==> src/verilog/net_pkg.sv <==
package net_pkg;

	// field widths
	localparam int ADDR_W = 6;
	localparam int DATA_W = 8;
	localparam int CNT_W  = 8;

	// one sink per node output
	localparam int NUM_SNK = 2;

	typedef logic [ADDR_W-1:0] addr_t;
	typedef logic [DATA_W-1:0] data_t;
	typedef logic [CNT_W-1:0]  cnt_t;

	// addresses above this go to output 1, the rest to output 0
	localparam addr_t REF_ADDR = addr_t'(23);

	// four-phase link states, used by every sender and receiver
	// idle: waiting to start a transfer
	// req: request raised, waiting for the other side
	// wait_low: waiting for the other side to drop its line
	typedef enum logic [1:0]
	{
		LNK_IDLE     = 2'd0,
		LNK_REQ      = 2'd1,
		LNK_WAIT_LOW = 2'd2
	} link_state_t;

endpackage

==> src/verilog/route_node_1to2.sv <==
`timescale 1ns/1ps

module route_node_1to2
	import net_pkg::*;
(
	input  logic               i_clk,
	input  logic               i_rst_n,

	// input link, node is the receiver
	input  logic               i_src_req,
	input  addr_t              i_src_addr,
	input  data_t              i_src_data,
	output logic               o_src_ack,

	// output links, node is the sender
	output logic [NUM_SNK-1:0] o_snd_req,
	output addr_t              o_snd_addr,
	output data_t              o_snd_data,
	input  logic [NUM_SNK-1:0] i_snd_ack
);

	link_state_t rcv_state;
	link_state_t snd_state;

	// holding stage
	logic  hold_valid;
	addr_t hold_addr;
	data_t hold_data;

	logic  accept;
	logic  take_hold;
	logic  route_hi;

	// destination of the message in the output stage
	logic  snd_sel;
	logic  snd_ack;

	// a new message is taken only into an empty holding stage
	assign accept    = (rcv_state == LNK_IDLE) && i_src_req && !hold_valid;
	assign take_hold = (snd_state == LNK_IDLE) && hold_valid;

	// the one routing decision of the network
	assign route_hi  = (hold_addr > REF_ADDR);

	assign snd_ack   = i_snd_ack[snd_sel];

	// receive side of the input link
	always_ff @(posedge i_clk or negedge i_rst_n)
	begin
		if (!i_rst_n)
		begin
			rcv_state <= LNK_IDLE;
			o_src_ack <= 1'b0;
		end
		else
		begin
			case (rcv_state)
				LNK_IDLE:
				begin
					if (accept)
					begin
						o_src_ack <= 1'b1;
						rcv_state <= LNK_WAIT_LOW;
					end
				end
				LNK_WAIT_LOW:
				begin
					// sender has seen ack, close the handshake
					if (!i_src_req)
					begin
						o_src_ack <= 1'b0;
						rcv_state <= LNK_IDLE;
					end
				end
				default:
				begin
					o_src_ack <= 1'b0;
					rcv_state <= LNK_IDLE;
				end
			endcase
		end
	end

	// holding stage flag, set by the receiver and cleared by the sender
	always_ff @(posedge i_clk or negedge i_rst_n)
	begin
		if (!i_rst_n)
			hold_valid <= 1'b0;
		else if (accept)
			hold_valid <= 1'b1;
		else if (take_hold)
			hold_valid <= 1'b0;
	end

	always_ff @(posedge i_clk)
	begin
		if (accept)
		begin
			hold_addr <= i_src_addr;
			hold_data <= i_src_data;
		end
		// output stage payload stays put until the next load
		if (take_hold)
		begin
			o_snd_addr <= hold_addr;
			o_snd_data <= hold_data;
		end
	end

	// send side, drives one output link at a time
	always_ff @(posedge i_clk or negedge i_rst_n)
	begin
		if (!i_rst_n)
		begin
			snd_state <= LNK_IDLE;
			snd_sel   <= 1'b0;
			o_snd_req <= '0;
		end
		else
		begin
			case (snd_state)
				LNK_IDLE:
				begin
					if (take_hold)
					begin
						snd_sel   <= route_hi;
						o_snd_req <= {{(NUM_SNK-1){1'b0}}, 1'b1} << route_hi;
						snd_state <= LNK_REQ;
					end
				end
				LNK_REQ:
				begin
					// a stalled sink keeps us here
					if (snd_ack)
					begin
						o_snd_req <= '0;
						snd_state <= LNK_WAIT_LOW;
					end
				end
				LNK_WAIT_LOW:
				begin
					if (!snd_ack)
						snd_state <= LNK_IDLE;
				end
				default:
				begin
					o_snd_req <= '0;
					snd_state <= LNK_IDLE;
				end
			endcase
		end
	end

endmodule

==> src/verilog/msg_sink.sv <==
`timescale 1ns/1ps

module msg_sink
	import net_pkg::*;
(
	input  logic  i_clk,
	input  logic  i_rst_n,

	// incoming four-phase link
	input  logic  i_req,
	input  addr_t i_addr,
	input  data_t i_data,
	output logic  o_ack,

	// back-pressure from the testbench
	input  logic  i_stall,

	// running statistics
	output cnt_t  o_count,
	output data_t o_checksum,
	output addr_t o_last_addr
);

	link_state_t state;
	logic        take;

	// a stalled sink leaves the request pending
	assign take = (state == LNK_IDLE) && i_req && !i_stall;

	always_ff @(posedge i_clk or negedge i_rst_n)
	begin
		if (!i_rst_n)
		begin
			state <= LNK_IDLE;
			o_ack <= 1'b0;
		end
		else
		begin
			case (state)
				LNK_IDLE:
				begin
					if (take)
					begin
						o_ack <= 1'b1;
						state <= LNK_WAIT_LOW;
					end
				end
				LNK_WAIT_LOW:
				begin
					if (!i_req)
					begin
						o_ack <= 1'b0;
						state <= LNK_IDLE;
					end
				end
				default:
				begin
					o_ack <= 1'b0;
					state <= LNK_IDLE;
				end
			endcase
		end
	end

	// stats move in the same clock that ack rises
	always_ff @(posedge i_clk or negedge i_rst_n)
	begin
		if (!i_rst_n)
		begin
			o_count     <= '0;
			o_checksum  <= '0;
			o_last_addr <= '0;
		end
		else if (take)
		begin
			o_count     <= o_count + cnt_t'(1);
			// wraps at 256 by width
			o_checksum  <= o_checksum + i_data;
			o_last_addr <= i_addr;
		end
	end

endmodule

==> src/verilog/sink_status.sv <==
`timescale 1ns/1ps

module sink_status
	import net_pkg::*;
(
	input  logic  i_clk,
	input  logic  i_rst_n,

	// picks which sink is shown
	input  logic  i_sel,

	// statistics from every sink
	input  cnt_t  i_count     [NUM_SNK],
	input  data_t i_checksum  [NUM_SNK],
	input  addr_t i_last_addr [NUM_SNK],

	output cnt_t  o_count,
	output data_t o_checksum,
	output addr_t o_last_addr,
	output cnt_t  o_total
);

	cnt_t count_sum;

	// total delivered over all sinks
	always_comb
	begin
		count_sum = '0;
		for (int k = 0; k < NUM_SNK; k++)
			count_sum = count_sum + i_count[k];
	end

	// everything shown one clock behind the sinks
	always_ff @(posedge i_clk or negedge i_rst_n)
	begin
		if (!i_rst_n)
		begin
			o_count     <= '0;
			o_checksum  <= '0;
			o_last_addr <= '0;
			o_total     <= '0;
		end
		else
		begin
			o_count     <= i_count[i_sel];
			o_checksum  <= i_checksum[i_sel];
			o_last_addr <= i_last_addr[i_sel];
			o_total     <= count_sum;
		end
	end

endmodule

==> src/verilog/net_top.sv <==
`timescale 1ns/1ps

module net_top
	import net_pkg::*;
(
	input  logic               i_clk,
	input  logic               i_rst_n,

	// source link into the node
	input  logic               i_src_req,
	input  addr_t              i_src_addr,
	input  data_t              i_src_data,
	output logic               o_src_ack,

	// per-sink stall and status select
	input  logic [NUM_SNK-1:0] i_stall,
	input  logic               i_sel,

	// status of the selected sink
	output cnt_t               o_count,
	output data_t              o_checksum,
	output addr_t              o_last_addr,
	output cnt_t               o_total
);

	// node to sink links
	logic [NUM_SNK-1:0] snd_req;
	logic [NUM_SNK-1:0] snd_ack;
	addr_t              snd_addr;
	data_t              snd_data;

	// sink statistics
	cnt_t               snk_count     [NUM_SNK];
	data_t              snk_checksum  [NUM_SNK];
	addr_t              snk_last_addr [NUM_SNK];

	route_node_1to2 u_node
	(
		.i_clk      (i_clk),
		.i_rst_n    (i_rst_n),
		.i_src_req  (i_src_req),
		.i_src_addr (i_src_addr),
		.i_src_data (i_src_data),
		.o_src_ack  (o_src_ack),
		.o_snd_req  (snd_req),
		.o_snd_addr (snd_addr),
		.o_snd_data (snd_data),
		.i_snd_ack  (snd_ack)
	);

	// address and data are shared, only req and ack are per sink
	for (genvar k = 0; k < NUM_SNK; k++)
	begin : g_snk
		msg_sink u_sink
		(
			.i_clk       (i_clk),
			.i_rst_n     (i_rst_n),
			.i_req       (snd_req[k]),
			.i_addr      (snd_addr),
			.i_data      (snd_data),
			.o_ack       (snd_ack[k]),
			.i_stall     (i_stall[k]),
			.o_count     (snk_count[k]),
			.o_checksum  (snk_checksum[k]),
			.o_last_addr (snk_last_addr[k])
		);
	end

	sink_status u_status
	(
		.i_clk       (i_clk),
		.i_rst_n     (i_rst_n),
		.i_sel       (i_sel),
		.i_count     (snk_count),
		.i_checksum  (snk_checksum),
		.i_last_addr (snk_last_addr),
		.o_count     (o_count),
		.o_checksum  (o_checksum),
		.o_last_addr (o_last_addr),
		.o_total     (o_total)
	);

endmodule

==> config.mk <==
export PLATFORM = sky130hd
export DESIGN_NAME = net_top
export DESIGN_NICKNAME = d
export VERILOG_FILES = /design/src/verilog/net_pkg.sv /design/src/verilog/route_node_1to2.sv /design/src/verilog/msg_sink.sv /design/src/verilog/sink_status.sv /design/src/verilog/net_top.sv
export SDC_FILE = /design/constraint.sdc
export NUM_CORES = 1
export LEC_CHECK = 0
export ABC_CLOCK_PERIOD_IN_PS = 3490
export BUFFER_PORTS_ARGS = -buffer_cell sky130_fd_sc_hd__buf_2
export CELL_PAD_IN_SITES_DETAIL_PLACEMENT = 1
export CELL_PAD_IN_SITES_GLOBAL_PLACEMENT = 2
export CORE_MARGIN = 2
export CORE_UTILIZATION = 40
export DETAILED_ROUTE_END_ITERATION = 8
export GPL_ROUTABILITY_DRIVEN = 1
export PLACE_DENSITY_LB_ADDON = 0.1
export RECOVER_POWER = 25
export SETUP_SLACK_MARGIN = 0.05
export SYNTH_ARGS = -nofsm -noshare
export SYNTH_HDL_FRONTEND = slang
export SYNTH_HIERARCHICAL = 1
export SYNTH_SLANG_ARGS = --single-unit
==> constraint.sdc <==
create_clock -name i_clk -period 3.49 [get_ports i_clk]
set_input_delay 0.349 -clock i_clk [delete_from_list [all_inputs] [get_ports i_clk]]
set_output_delay 0.349 -clock i_clk [all_outputs]
set_load 0.02 [all_outputs]
==> results of run 1 <==
## state kept, by name, summed over array words and instances (netlist names), 6 cells and up
signal	count
u_status/o_total	8
g_snk.u_sink/o_checksum	16
u_node/o_snd_addr	6
g_snk.u_sink/o_count	16
u_node/o_snd_data	8
u_status/o_last_addr	6
g_snk.u_sink/o_last_addr	12
u_node/hold_data	8
u_status/o_count	8
u_node/hold_addr	6
u_status/o_checksum	8
## cell usage after synthesis, types with 4 or more instances
| cell type | n | area share |
|---|---|---|
| o21bai_1 | 4 | 0.0060 |
| nand4_1 | 4 | 0.0050 |
| nand2_1 | 65 | 0.048 |
| dfrtp_1 | 83 | 0.41 |
| inv_1 | 16 | 0.012 |
| nand3_1 | 11 | 0.011 |
| a21o_1 | 6 | 0.0089 |
| nor2_1 | 13 | 0.0097 |
| mux2_2 | 21 | 0.047 |
| xor2_1 | 8 | 0.014 |
| edfxtp_1 | 28 | 0.17 |
| ha_1 | 23 | 0.057 |
| a211oi_1 | 5 | 0.0074 |
| buf_2 | 4 | 0.0040 |
| a21oi_1 | 15 | 0.015 |
| nor2b_1 | 4 | 0.0050 |
| nor3b_1 | 6 | 0.0089 |
| o21ai_0 | 16 | 0.016 |
| xnor2_1 | 17 | 0.030 |
| o21a_1 | 4 | 0.0060 |
## worst min-delay path by stage
| stage | startpoint | to | cells past startpoint |
|---|---|---|---|
| after global routing | i_src_addr[1] | u_node/hold_addr[1]$_DFFE_PP_ | 1 |
| after floorplan | i_rst_n | g_snk[0].u_sink/o_ack$_DFFE_PN0P_ | 0 |
| final | i_src_data[5] | u_node/hold_data[5]$_DFFE_PP_ | 1 |
| after detailed placement | i_rst_n | u_status/o_checksum[2]$_DFF_PN0_ | 1 |
| after CTS | i_src_addr[1] | u_node/hold_addr[1]$_DFFE_PP_ | 1 |
| after global placement | i_rst_n | g_snk[1].u_sink/o_checksum[2]$_DFFE_PN0P_ | 1 |
## area by class of cell
class | count | area [sq um]
fill | 1342 | 6670
clock inverter | 6 | 70.1
tap | 172 | 215
timing repair buffer | 57 | 308
inverter | 16 | 60.1
sequential | 111 | 2920
clock buffer | 9 | 225
multi-input combinational | 276 | 2000
## through the flow
| stage | setup WS, ns | hold slack [ns] | power, uW |
|---|---|---|---|
| after floorplan | 1.45 | 0.0534 | 3350 |
| after global placement | 1.56 | 0.374 | 3830 |
| after detailed placement | 1.48 | 0.383 | 3900 |
| after CTS | 1.48 | 0.152 | 4970 |
| after global routing | 1.39 | 0.149 | 5260 |
| final | 1.48 | 0.167 | 4890 |
## worst max-delay path, stage by stage, from the launching register on
cell	delay, ns
dfrtp_1	0.39
ha_1	0.22
inv_1	0.08
fa_1	0.41
nor2b_1	0.18
o31a_2	0.16
o21ai_0	0.09
or3_1	0.32
nand3_1	0.09
## logic make-up after synthesis
family          Yosys count  share of synthesized area
simple gates            126                      0.127
compound gates           75                      0.104
mux                      24                     0.0536
buf+inv                  25                     0.0241
xor+xnor                 25                     0.0434
flops                   111                      0.579
fa+ha+maj                26                     0.0690
## power groups by stage
stage | registers, uW | clock network [uW] | logic [uW]
5_1_grt | 2190 | 1130 | 1950
2_1_floorplan | 2190 | 0 | 1150
6_report | 2130 | 1040 | 1730
4_1_cts | 2130 | 1080 | 1760
3_3_place_gp | 2130 | 0 | 1700
3_5_place_dp | 2160 | 0 | 1740
## per-layer routing
layer	global-route usage	share of wire
met2	0.285	0.47
met3	0.0436	0.030
met4	0.0500	0.0088
met5	0	0
met1	0.234	0.49
==> out/results.ini, run 1 <==
[hold_path]
hold_class = in2reg

[clock_network]
cts_buffer_depth = 2
postCtsSetupRepairBufs = 0
clk_pin_slew_ns = 0.07
cts_buffers = 9
insertion_delay_ns = 0.35
cts_hold_buf = 1
root_buffer = clkbuf_16
cts_tree = yes
cts_resized = 0
cts_num_sinks = 111
htree_num_levels = 3

[power_and_ir_drop]
seqPwrFrac = 0.435
power_switching_uw = 1810
switching_share = 0.370
power_density_mw_per_mm2 = 843
p_int_uw = 3080
clock_power_share = 0.212
ir_drop_uv = 322
p_comb_frac = 0.353
power_leakage_uw = 0.00264

[global_route]
grt_overflow_total = 0
grt_pass1_wl_mm = 17.8
grt_max_degree = 41
grt_use_total = 0.175
grt_pass1_vias = 3465
antenna_found_initial = 0

[detailed_routing]
drt-initial-drc-count = 137
final_antenna_net_count = 0
drc = 0
vias_per_cell = 5.01
dr.pass1.iters = 4
wl_mm = 10.8
vias = 3243
wire_per_inst_microns = 16.6

[die]
dieArea_sq_mm = 0.0135
io_pins = 51
rows = 41
die_w_microns = 116
start_util = 0.404
design.core.area_sq_mm = 0.0125
die_h_microns = 116

[critical_path]
r2r_cells = 8
required_ns = 3.78
critPathArrivalTime_ns = 2.30
r2r_slack_ns = 1.48
crit_fanout = 3
startpoint = g_snk[0].u_sink/o_checksum[0]$_DFFE_PN0P_
end_kind = flip-flop
rr_endpoint = g_snk[0].u_sink/o_checksum[6]$_DFFE_PN0P_
crit_type = reg2reg
cp-start-kind = flip-flop
r2r-start = g_snk[0].u_sink/o_checksum[0]$_DFFE_PN0P_
cp-endpoint = g_snk[0].u_sink/o_checksum[6]$_DFFE_PN0P_

[place]
placed_area_sq_mm = 0.00550
io_buffers = 50
place_inst = 631
dp_hpwl_mm = 7.70
gp_congestion = 0.762

[final_layout]
antenna_cells = 0
nets = 517
mostFrequentLayoutCell = dfrtp_1
area.growth.synth_to_final_pct = 15.0
final_cell_mix = dfrtp_1, nand2_1, buf_2
final_cells = 647
drive_above_1_share = 0.221
fin_area_sq_mm = 0.00580
final_util = 0.465

[run]
drv_cap = 0

[sta]
hold_viol_final = 0
setup_viol = 0
fmax_mhz = 498
period_needed_ns = 2.01
period_share = 0.575
slew_headroom = 0.277
finClkSkew_ns = 0.00299
worst_pin_slew_ns = 1.08
slew_violations = 0
rsz0062_at_grt = false
fin_tns_setup_ns = 0

[synth]
synth_edf_count = 28
async_flop_share = 0.748
dominantRegCellSynth = dfrtp_1
synth_area_per_cell_sq_um = 12.2
synth_fp_nets = 458
ys_seq_elements = 111
yosysWarnings = 6
synth.distinct_cells = 52
netlist_instances = 412
ys_seq_area_frac = 0.579
syn_area_sq_mm = 0.00504

[status]
status = finished clean

Power figures use the tool's default switching activity.
==> run 2, diff against run 1 <==
ABC_CLOCK_PERIOD_IN_PS = 1750   (was 3490)
CORE_UTILIZATION = 36   (was 40)
clock period = 1.75 ns   (was 3.49 ns; I/O delays follow)
==> out/results.ini, run 2 (synthesized netlist as in run 1, its figures left out) <==
[clock_network]
htree_num_levels = 3  ; unchanged
clk_pin_slew_ns = 0.08  ; about the same
root_buffer = clkbuf_16
cts_buffer_depth = 2  ; unchanged
cts_num_sinks = 111  ; unchanged
insertion_delay_ns = 0.35  ; about the same
cts_buffers = 9  ; unchanged
cts_tree = yes

[critical_path]
required_ns = 1.99  ; -1.79 ns
cp-start-kind = flip-flop
critPathArrivalTime_ns = 2.05  ; -0.25 ns
crit_fanout = 3  ; unchanged
crit_type = reg2reg
end_kind = flip-flop
startpoint = u_node/o_snd_data[1]$_DFFE_PP_
r2r-start = u_node/o_snd_data[1]$_DFFE_PP_

[detailed_routing]
drc = 0  ; unchanged
wire_per_inst_microns = 15.9  ; -4.6%
final_antenna_net_count = 0  ; unchanged
wl_mm = 11.4  ; +5.7%
drt-initial-drc-count = 92  ; -33%
vias_per_cell = 4.84  ; -3.4%
dr.pass1.iters = 4  ; unchanged
vias = 3470  ; +7.0%

[final_layout]
area.growth.synth_to_final_pct = 28.6
nets = 578  ; +12%
top_regs = g_snk.u_sink/o_checksum (16), g_snk.u_sink/o_count (16), g_snk.u_sink/o_last_addr (12)
final_cell_mix = dfrtp_1, nand2_1, buf_4, buf_2, edfxtp_1
antenna_cells = 0  ; unchanged
fill_cells = 1495  ; +11%
fin_area_sq_mm = 0.00648  ; +12%
drive_above_1_share = 0.333  ; +0.112
mostFrequentLayoutCell = dfrtp_1

[global_route]
grt_max_degree = 38  ; -7.3%
grt_pass1_wl_mm = 19.2  ; +7.7%
grt_pass1_vias = 3812  ; +10%
grt_use_total = 0.166  ; -0.00859
grt_overflow_total = 0  ; unchanged
antenna_found_initial = 0  ; unchanged

[status]
status = finished, violations left
violations = setup timing

[sta]
worst_slack_ns = -0.0671  ; -1.55 ns
hold_viol_final = 0  ; unchanged
rsz0062_at_grt = true
fmax_mhz = 550  ; +10%
slew_headroom = 0.431  ; +0.153
fin_hold_ws_ns = 0.0595  ; -0.107 ns
setup_viol = 4  ; +4
finClkSkew_ns = 0.0132  ; +0.0102 ns
worst_pin_slew_ns = 0.854  ; -0.225 ns
slew_violations = 0  ; unchanged
period_needed_ns = 1.82  ; -0.190 ns
period_share = 1.04  ; +0.463

[place]
placed_area_sq_mm = 0.00584  ; +6.3%
gp_congestion = 0.795  ; +4.3%
dp_hpwl_mm = 8.34  ; +8.3%
io_buffers = 50  ; unchanged

[die]
rows = 43  ; +4.9%
dieArea_sq_mm = 0.0150  ; +11%
io_pins = 51  ; unchanged
start_util = 0.366  ; -0.0384
die_w_microns = 122  ; +5.2%
die_h_microns = 122  ; +5.2%
design.core.area_sq_mm = 0.0138  ; +10%

[power_and_ir_drop]
power_density_mw_per_mm2 = 1670  ; +98%
ir_drop_uv = 574  ; +78%
power_leakage_uw = 0.00297  ; +12%

[hold_path]
hold_class = in2reg
min-delay-start = i_stall[0]

[run]
drv_cap = 0  ; unchanged

==> run 2: cell count changes in the layout (fill, tap and decap cells not counted), sizes merged <==
cell,delta
buf,+46
clkinvlp,-3
clkbuf,+2
clkinv,+2
inv,+1
dlygate4sd3,+14
==> run 2: repair_timing <==
item                                    in CTS  in global routing
pin swaps                                   10                  8
endpoints found under the setup margin       6                 12
hold buffers                                15                  0
hold endpoints to repair                    45                  0
buffers inserted                             4                  3
gates resized for setup                     15                 19
==> run 2: report_power, final <==
| group | switching (uW) | total, uW | internal [uW] |
|---|---|---|---|
| clock | 989 | 2130 | 1140 |
| combinational | 2390 | 4590 | 2210 |
| sequential | 538 | 4090 | 3550 |
==> run 2: final timing paths <==
check | slack, ns | end | cells past startpoint
setup / recovery | -0.07 | g_snk[1].u_sink/o_checksum[7]$_DFFE_PN0P_ | 7
min in group asynchronous | 0.46 | g_snk[1].u_sink/o_checksum[4]$_DFFE_PN0P_ | 2
hold / removal | 0.06 | g_snk[0].u_sink/o_ack$_DFFE_PN0P_ | 2
max in group asynchronous | 0.55 | g_snk[0].u_sink/o_last_addr[1]$_DFFE_PN0P_ | 3
hold reg to reg | 0.42 | u_node/o_snd_addr[1]$_DFFE_PP_ | 0
setup reg to reg | -0.07 | g_snk[1].u_sink/o_checksum[7]$_DFFE_PN0P_ | 7
==> run 2: per-stage QoR <==
step                      worst slack (ns)  instances  total power [uW]  utilization  TNS, ns
after detailed placement            -0.130        679              8360        0.424   -0.365
after floorplan                     0.0449        412              6690            -        0
final                              -0.0671        717             10800        0.470   -0.210
after global placement             -0.0451        679              8250        0.424   -0.126
after CTS                          -0.0892        714             10800        0.463   -0.247
after global routing                -0.176        717             11700        0.470   -0.752
==> run 2: metal layers <==
layer  up-vias  routed length, microns  global-route usage
met5         -                       0                   0
met4         0                     116              0.0409
met3        10                     254              0.0321
met2        37                    5520               0.279
met1      1722                    5490               0.222
li1       1701                       -                   -
==> run 2: critical path, stage by stage, from the launching register on <==
cell and delay [ns]:
edfxtp_1 0.42, buf_6 0.16, ha_4 0.22, a211oi_4 0.25, nor2_2 0.09, a221oi_2 0.24, xnor2_1 0.10, a32o_1 0.22
==> run 2: area by class of cell <==
type	count	area, sq um	area share
Tap cell	180	225	0.0348
Clock inverter	6	76.3	0.0118
Timing Repair Buffer	118	831	0.128
Sequential cell	111	2920	0.450
Inverter	16	60.1	0.00927
Multi-Input combinational cell	276	2140	0.330
Clock buffer	10	229	0.0353
